[src/common/core_macros.svh]
////////////////////////////////////////////////////////////
// front-end build constants
// reset pc, fetch buffer depth and datapath width
////////////////////////////////////////////////////////////

`ifndef CORE_MACROS_SVH
`define CORE_MACROS_SVH

// first fetch address out of reset
`define RESET_PC 32'h0000_1000
// fetch buffer entries
`define FB_DEPTH 8
// data and address width
`define XLEN 32

`endif
[src/common/core_pkg.sv]
////////////////////////////////////////////////////////////
// front-end types
// fetch buffer entry and decoded micro-op record
////////////////////////////////////////////////////////////

`include "core_macros.svh"

package core_pkg;

  // one fetched instruction with its address
  typedef struct packed {
    logic [`XLEN-1:0] pc;
    logic [`XLEN-1:0] inst;
  } fb_entry_t;

  // coarse class for the back end
  typedef enum logic [2:0] {
    UOP_ALU     = 3'd0,
    UOP_BRANCH  = 3'd1,
    UOP_JUMP    = 3'd2,
    UOP_LOAD    = 3'd3,
    UOP_STORE   = 3'd4,
    UOP_ILLEGAL = 3'd5
  } uop_class_t;

  // decoded instruction
  typedef struct packed {
    logic [`XLEN-1:0] pc;
    uop_class_t       uop_class;
    logic [4:0]       rd;
    logic [4:0]       rs1;
    logic [4:0]       rs2;
    logic [2:0]       funct3;
    // sign-extended per format
    logic [`XLEN-1:0] imm;
    logic             writes_rd;
  } micro_op_t;

endpackage

[src/hw/core_frontend.sv]
////////////////////////////////////////////////////////////
// core front end
// fetch, fetch buffer and decode between icache and back end
////////////////////////////////////////////////////////////

`timescale 1ns/1ps
`include "core_macros.svh"

module core_frontend (
  input  logic                clock,
  input  logic                rst_n,
  input  logic                icache_data_valid,
  input  logic [`XLEN-1:0]    icache_data,
  input  logic                stall,
  input  logic                redirect,
  input  logic [`XLEN-1:0]    redirect_pc,
  output logic                icache_req,
  output logic [`XLEN-1:0]    icache_addr,
  output core_pkg::micro_op_t uop,
  output logic                uop_valid
);

  import core_pkg::*;

  logic      push;
  fb_entry_t push_entry;
  logic      almost_full;
  fb_entry_t head_entry;
  logic      not_empty;
  logic      pop;

  inst_fetch inst_fetch_inst (
    .clock             (clock),
    .rst_n             (rst_n),
    .icache_data_valid (icache_data_valid),
    .icache_data       (icache_data),
    .almost_full       (almost_full),
    .redirect          (redirect),
    .redirect_pc       (redirect_pc),
    .icache_req        (icache_req),
    .icache_addr       (icache_addr),
    .push              (push),
    .push_entry        (push_entry)
  );

  // redirect empties the buffer
  fetch_buffer #(
    .entry_t (fb_entry_t),
    .DEPTH   (`FB_DEPTH)
  ) fetch_buffer_inst (
    .clock       (clock),
    .rst_n       (rst_n),
    .flush       (redirect),
    .push        (push),
    .push_entry  (push_entry),
    .pop         (pop),
    .head_entry  (head_entry),
    .not_empty   (not_empty),
    .almost_full (almost_full)
  );

  inst_decode inst_decode_inst (
    .clock      (clock),
    .rst_n      (rst_n),
    .flush      (redirect),
    .stall      (stall),
    .not_empty  (not_empty),
    .head_entry (head_entry),
    .pop        (pop),
    .uop        (uop),
    .uop_valid  (uop_valid)
  );

endmodule

[src/hw/decode/inst_decode.sv]
////////////////////////////////////////////////////////////
// instruction decode
// RV32I fields and class into a registered micro-op
////////////////////////////////////////////////////////////

`timescale 1ns/1ps
`include "core_macros.svh"

module inst_decode (
  input  logic                clock,
  input  logic                rst_n,
  input  logic                flush,
  input  logic                stall,
  input  logic                not_empty,
  input  core_pkg::fb_entry_t head_entry,
  output logic                pop,
  output core_pkg::micro_op_t uop,
  output logic                uop_valid
);

  import core_pkg::*;

  // RV32I major opcodes
  localparam logic [6:0] OPC_OP     = 7'b0110011;
  localparam logic [6:0] OPC_OP_IMM = 7'b0010011;
  localparam logic [6:0] OPC_LUI    = 7'b0110111;
  localparam logic [6:0] OPC_AUIPC  = 7'b0010111;
  localparam logic [6:0] OPC_JAL    = 7'b1101111;
  localparam logic [6:0] OPC_JALR   = 7'b1100111;
  localparam logic [6:0] OPC_BRANCH = 7'b1100011;
  localparam logic [6:0] OPC_LOAD   = 7'b0000011;
  localparam logic [6:0] OPC_STORE  = 7'b0100011;

  logic [`XLEN-1:0] inst;
  logic [`XLEN-1:0] imm_i;
  logic [`XLEN-1:0] imm_s;
  logic [`XLEN-1:0] imm_b;
  logic [`XLEN-1:0] imm_u;
  logic [`XLEN-1:0] imm_j;
  uop_class_t       dec_class;
  logic [`XLEN-1:0] dec_imm;
  logic             dec_writes_rd;

  assign pop  = not_empty && !stall;
  assign inst = head_entry.inst;

  // immediates, all formats
  assign imm_i = {{20{inst[31]}}, inst[31:20]};
  assign imm_s = {{20{inst[31]}}, inst[31:25], inst[11:7]};
  assign imm_b = {{19{inst[31]}}, inst[31], inst[7], inst[30:25], inst[11:8], 1'b0};
  assign imm_u = {inst[31:12], 12'b0};
  assign imm_j = {{11{inst[31]}}, inst[31], inst[19:12], inst[20], inst[30:21], 1'b0};

  always_comb begin
    case (inst[6:0])
      OPC_OP, OPC_OP_IMM, OPC_LUI, OPC_AUIPC: dec_class = UOP_ALU;
      OPC_JAL, OPC_JALR:                      dec_class = UOP_JUMP;
      OPC_BRANCH:                             dec_class = UOP_BRANCH;
      OPC_LOAD:                               dec_class = UOP_LOAD;
      OPC_STORE:                              dec_class = UOP_STORE;
      default:                                dec_class = UOP_ILLEGAL;
    endcase
  end

  // OP and unknown opcodes carry no immediate
  always_comb begin
    case (inst[6:0])
      OPC_OP_IMM, OPC_JALR, OPC_LOAD: dec_imm = imm_i;
      OPC_STORE:                      dec_imm = imm_s;
      OPC_BRANCH:                     dec_imm = imm_b;
      OPC_LUI, OPC_AUIPC:             dec_imm = imm_u;
      OPC_JAL:                        dec_imm = imm_j;
      default:                        dec_imm = '0;
    endcase
  end

  // x0 writes are dropped here
  assign dec_writes_rd = (inst[11:7] != 5'd0) &&
                         (dec_class == UOP_ALU || dec_class == UOP_JUMP ||
                          dec_class == UOP_LOAD);

  always_ff @(posedge clock) begin
    if (!rst_n) begin
      uop_valid <= 1'b0;
    end else begin
      uop_valid <= pop && !flush;
    end
  end

  always_ff @(posedge clock) begin
    if (pop) begin
      uop.pc        <= head_entry.pc;
      uop.uop_class <= dec_class;
      uop.rd        <= inst[11:7];
      uop.rs1       <= inst[19:15];
      uop.rs2       <= inst[24:20];
      uop.funct3    <= inst[14:12];
      uop.imm       <= dec_imm;
      uop.writes_rd <= dec_writes_rd;
    end
  end

endmodule

[src/hw/fetch_buffer/fetch_buffer.sv]
////////////////////////////////////////////////////////////
// fetch buffer
// circular FIFO between fetch and decode, flushable
////////////////////////////////////////////////////////////

`timescale 1ns/1ps
`include "core_macros.svh"

module fetch_buffer #(
  parameter type entry_t = core_pkg::fb_entry_t,
  parameter int  DEPTH   = `FB_DEPTH
) (
  input  logic   clock,
  input  logic   rst_n,
  input  logic   flush,
  input  logic   push,
  input  entry_t push_entry,
  input  logic   pop,
  output entry_t head_entry,
  output logic   not_empty,
  output logic   almost_full
);

  localparam int PTR_W = (DEPTH > 1) ? $clog2(DEPTH) : 1;
  localparam int CNT_W = $clog2(DEPTH + 1);

  entry_t             mem [DEPTH];
  logic [PTR_W-1:0]   rd_ptr;
  logic [PTR_W-1:0]   wr_ptr;
  logic [CNT_W-1:0]   count;
  logic               do_push;
  logic               do_pop;

  assign not_empty   = (count != '0);
  // fewer than two free slots
  assign almost_full = (count > CNT_W'(DEPTH - 2));
  assign head_entry  = mem[rd_ptr];

  assign do_push = push && (count != CNT_W'(DEPTH));
  assign do_pop  = pop && not_empty;

  always_ff @(posedge clock) begin
    if (!rst_n || flush) begin
      rd_ptr <= '0;
      wr_ptr <= '0;
      count  <= '0;
    end else begin
      if (do_push) begin
        wr_ptr <= (wr_ptr == PTR_W'(DEPTH - 1)) ? '0 : wr_ptr + PTR_W'(1);
      end
      if (do_pop) begin
        rd_ptr <= (rd_ptr == PTR_W'(DEPTH - 1)) ? '0 : rd_ptr + PTR_W'(1);
      end
      // simultaneous push and pop leave the count alone
      if (do_push && !do_pop) begin
        count <= count + CNT_W'(1);
      end else if (do_pop && !do_push) begin
        count <= count - CNT_W'(1);
      end
    end
  end

  always_ff @(posedge clock) begin
    if (do_push && !flush) begin
      mem[wr_ptr] <= push_entry;
    end
  end

endmodule

[src/hw/fetch/inst_fetch.sv]
////////////////////////////////////////////////////////////
// instruction fetch
// pc, single outstanding icache request, redirect handling
////////////////////////////////////////////////////////////

`timescale 1ns/1ps
`include "core_macros.svh"

module inst_fetch (
  input  logic               clock,
  input  logic               rst_n,
  input  logic               icache_data_valid,
  input  logic [`XLEN-1:0]   icache_data,
  input  logic               almost_full,
  input  logic               redirect,
  input  logic [`XLEN-1:0]   redirect_pc,
  output logic               icache_req,
  output logic [`XLEN-1:0]   icache_addr,
  output logic               push,
  output core_pkg::fb_entry_t push_entry
);

  // address of the next request
  logic [`XLEN-1:0] fetch_pc;
  logic             outstanding;
  // outstanding response belongs to an abandoned path
  logic             stale;
  logic             resp;
  logic             can_issue;

  assign resp = icache_data_valid && outstanding;

  // a slot opens at the edge the response lands
  assign can_issue = (!outstanding || icache_data_valid) && !almost_full && !redirect;

  // icache_addr holds until the next issue, so it tags the response
  assign push       = resp && !stale && !redirect;
  assign push_entry = '{pc: icache_addr, inst: icache_data};

  always_ff @(posedge clock) begin
    if (!rst_n) begin
      fetch_pc    <= `RESET_PC;
      outstanding <= 1'b0;
      stale       <= 1'b0;
      icache_req  <= 1'b0;
    end else begin
      icache_req <= can_issue;
      if (redirect) begin
        fetch_pc <= redirect_pc;
        // a request still in flight must be thrown away on return
        stale       <= outstanding && !icache_data_valid;
        outstanding <= outstanding && !icache_data_valid;
      end else begin
        if (can_issue) begin
          outstanding <= 1'b1;
          fetch_pc    <= fetch_pc + `XLEN'(4);
        end else if (resp) begin
          outstanding <= 1'b0;
        end
        if (resp) begin
          stale <= 1'b0;
        end
      end
    end
  end

  always_ff @(posedge clock) begin
    if (can_issue) begin
      icache_addr <= fetch_pc;
    end
  end

endmodule

[config.mk]
export PLATFORM = sky130hd
export DESIGN_NAME = core_frontend
export DESIGN_NICKNAME = d
export VERILOG_FILES = /design/src/common/core_pkg.sv /design/src/hw/core_frontend.sv /design/src/hw/decode/inst_decode.sv /design/src/hw/fetch_buffer/fetch_buffer.sv /design/src/hw/fetch/inst_fetch.sv
export VERILOG_INCLUDE_DIRS = /design/src /design/src/common
export SDC_FILE = /design/constraint.sdc
export NUM_CORES = 1
export LEC_CHECK = 0
export ABC_AREA = 1
export BUFFER_PORTS_ARGS = -buffer_cell sky130_fd_sc_hd__buf_2
export CORE_AREA = 2 2 235 237
export CTS_CLUSTER_SIZE = 24
export DETAILED_ROUTE_END_ITERATION = 10
export DIE_AREA = 0 0 237 239
export PLACE_DENSITY = 0.68
export SLEW_MARGIN = 20
export SYNTH_ARGS = -nofsm -noshare
export SYNTH_HDL_FRONTEND = slang
export SYNTH_SLANG_ARGS = --single-unit
[constraint.sdc]
create_clock -name clock -period 15.6 [get_ports clock]
set_input_delay 3.12 -clock clock [delete_from_list [all_inputs] [get_ports clock]]
set_output_delay 3.12 -clock clock [all_outputs]
set_load 0.05 [all_outputs]
==> results.cfg <==
[sta]
rsz0062_at_grt = false
setup_viol = 0
tightest_slew_ns = 1.102
fin_skew_ns = 0.03126
slew_headroom_pct = 26.52
slew_violations = 0
fmax_mhz = 187.9
whs_ns = 0.4331
layout_setup_ws_ns = 10.28
period_minus_slack_ns = 5.322
hold_viol = 0
finalSetupTns_ns = 0
finalCritPeriodShare_pct = 34.11

[logic_synthesis]
yosysSeqAreaShare_pct = 74.21
yosys.area_share.xor_xnor_pct = 0.7512
yosys_most_used_dff = edfxtp_1
yosysWarnings = 0
synth-compound-area-share_pct = 9.048
synth_edf_count = 630
ys_ff_latch = 679
yosysUniqueCellTypes = 49
synth_top_family_by_area = simple AND/OR/NAND/NOR gates
synthMuxAreaShare_pct = 0
syn_inst = 2129
synthAdderAreaFrac_pct = 0.4479
synth_area_um2 = 26810
avgSynthCellArea_um2 = 12.59
syn-num-nets = 2207
synth-simple-area-share_pct = 12.17
async_flop_share_pct = 0

[critical_path]
critPathSlowestCell = buf_4
crit_path_end_kind = flop
worstSetupPathDepth = 8
cp.arrival_ns = 5.52
critPathRequiredTime_ns = 15.80
critical_path_class = in -> reg
cp_cell_sequence = buf_2 -> nor2_1 -> and3_1 -> inv_1 -> nor2_1 -> inv_1 -> nor2_4 -> buf_4
critPathLaunchType = input port
worstPathMaxFanout = 52
max_stage_delay_ns = 0.82
path_buf_inv = 4
r2r_cells = 10
cp_top_family = buffers and inverters

[layout]
fin_cells = 3058
final_core_util_pct = 56.22
layout-drive-gt1-share_pct = 15.48
fin_area_um2 = 30550
nNetsFinal = 2379
area_delta_synth_final_pct = 13.94
layout_common_cells = edfxtp_1 (630), nor2_1 (372), nand2_1 (298)
final_common_cell = edfxtp_1

[routing]
drtIter0Drc = 1569
wire_per_inst_um = 19.60
vias_per_cell = 5.536
dr.pass1.iters = 8
ant_nets = 0
wl_mm = 59.93
drc = 0
vias = 16930

[floorplanning]
die_area_um2 = 56640
core_um2 = 54340
pin_count = 189
initial_core_util_pct = 49.35
fp-row-count = 86
die_x_um = 237
die_h_um = 239

[power]
powerDensity_nw_per_um2 = 128.4
internal_power_mw = 3.039
power.leakage_nw = 11.04
pwr-share-comb_pct = 6.0
p_switching_mw = 0.8848
seqPwrFrac_pct = 52.9
swShare_pct = 22.55
clkPwrFrac_pct = 41.1
ir_worst_vdd_mv = 0.07968
finalPower_mw = 3.924

[placement]
dpl.hpwl_mm = 34.17
place_congestion = 0.8871
place_inst = 2934
port_buffers = 188
placed_cell_area_um2 = 28330
place_ws_ns = 9.682

[global_route]
grt_max_degree = 100
grt_pass1_vias = 16790
grt_pass1_wl_mm = 92.56
antenna_found_initial = 3
grtUsageTotal_pct = 21.11
overflow = 0

[clock_network]
clockBufferDepth = 3
clock_latency_ns = 0.61
cts_tree = built
cts_max_level = 3
clkTransAtPathRegs_ns = 0.06
cts-buffers-inserted = 69
holdBufCountCts = 0
cts_sinks = 679
cts_resized = 0
cts_root_buffer = clkbuf_16
post_cts_buffers = 0

[status]
outcome = completed

[hold_path]
min_path_cells = 0
hold_class = reg -> reg

[run]
max-cap-violations = 0
Yosys cell counts, drive strengths merged, types with 3 or more instances:
| library cell | n | area share (%) |
|---|---|---|
| ha | 8 | 0.37 |
| edfxtp | 630 | 71 |
| o22ai | 66 | 1.6 |
| nand3 | 74 | 1.6 |
| nand4 | 5 | 0.12 |
| a21oi | 38 | 0.71 |
| clkbuf | 62 | 0.87 |
| a31oi | 46 | 1.1 |
| a22o | 5 | 0.16 |
| nand2 | 308 | 4.5 |
| a32o | 10 | 0.37 |
| inv | 91 | 1.3 |
| o21ai | 256 | 4.8 |
| xnor2 | 3 | 0.098 |
| nor3 | 9 | 0.22 |
| xor2 | 20 | 0.65 |
| dfxtp | 49 | 3.7 |
| buf | 49 | 1.2 |
| nor2 | 383 | 5.5 |
cell families (layout without fill, tap and decap cells):
kind of cell	Yosys count	count (layout)
AO/OA/AOI/OAI	430	430
XOR/XNOR	23	23
adder cells (fa/ha/maj)	9	9
buffers and inverters	202	425
flip-flops	679	679
other	0	2
AND/OR/NAND/NOR	786	786
area by class of cell:
class	instances	area (µm²)
sequential	679	19910
tap	704	880.8
multi-input combinational	1248	6083
fill	4318	23790
clock buffer	90	1876
antenna	2	5.005
clock inverter	32	330.3
timing repair buffer	212	1121
inverter	91	349.1
path summary, 6_finish.rpt:
check / slack, ns / from / to
hold reg to reg: 0.43 / inst_fetch_inst.fetch_pc[31] / inst_fetch_inst.icache_addr[31]
hold / removal: 0.43 / inst_fetch_inst.fetch_pc[31] / inst_fetch_inst.icache_addr[31]
setup reg to reg: 11.63 / flop / inst_decode_inst.uop[26]
setup / recovery: 10.28 / redirect / fetch_buffer_inst.mem[1][42]
layer usage:
metal	part of all wire, %	global-route usage [%]
met5	0.017	0.4329
met4	2.2	6.981
met3	7.9	4.538
met2	48	35.68
met1	42	27.25
registers in the layout (all words and copies together) (netlist names), named ones only:
signal and flops:
inst_fetch_inst.fetch_pc 32, fetch_buffer_inst.rd_ptr 3, inst_decode_inst.uop 86, inst_fetch_inst.outstanding 1, fetch_buffer_inst.wr_ptr 3, fetch_buffer_inst.count 4, inst_fetch_inst.icache_req 1, inst_fetch_inst.stale 1
inst_fetch_inst.icache_addr 32, inst_decode_inst.uop_valid 1, fetch_buffer_inst.mem 512
power groups by stage:
stage	clock network (mW)	registers (mW)	logic, mW
floorplan	0	2.17	0.102
global placement	0	2.11	0.229
detailed placement	0	2.11	0.235
CTS	1.64	2.07	0.236
global route	1.71	2.08	0.255
finish	1.61	2.08	0.236
Note: power is estimated with default switching activity, not from simulation.
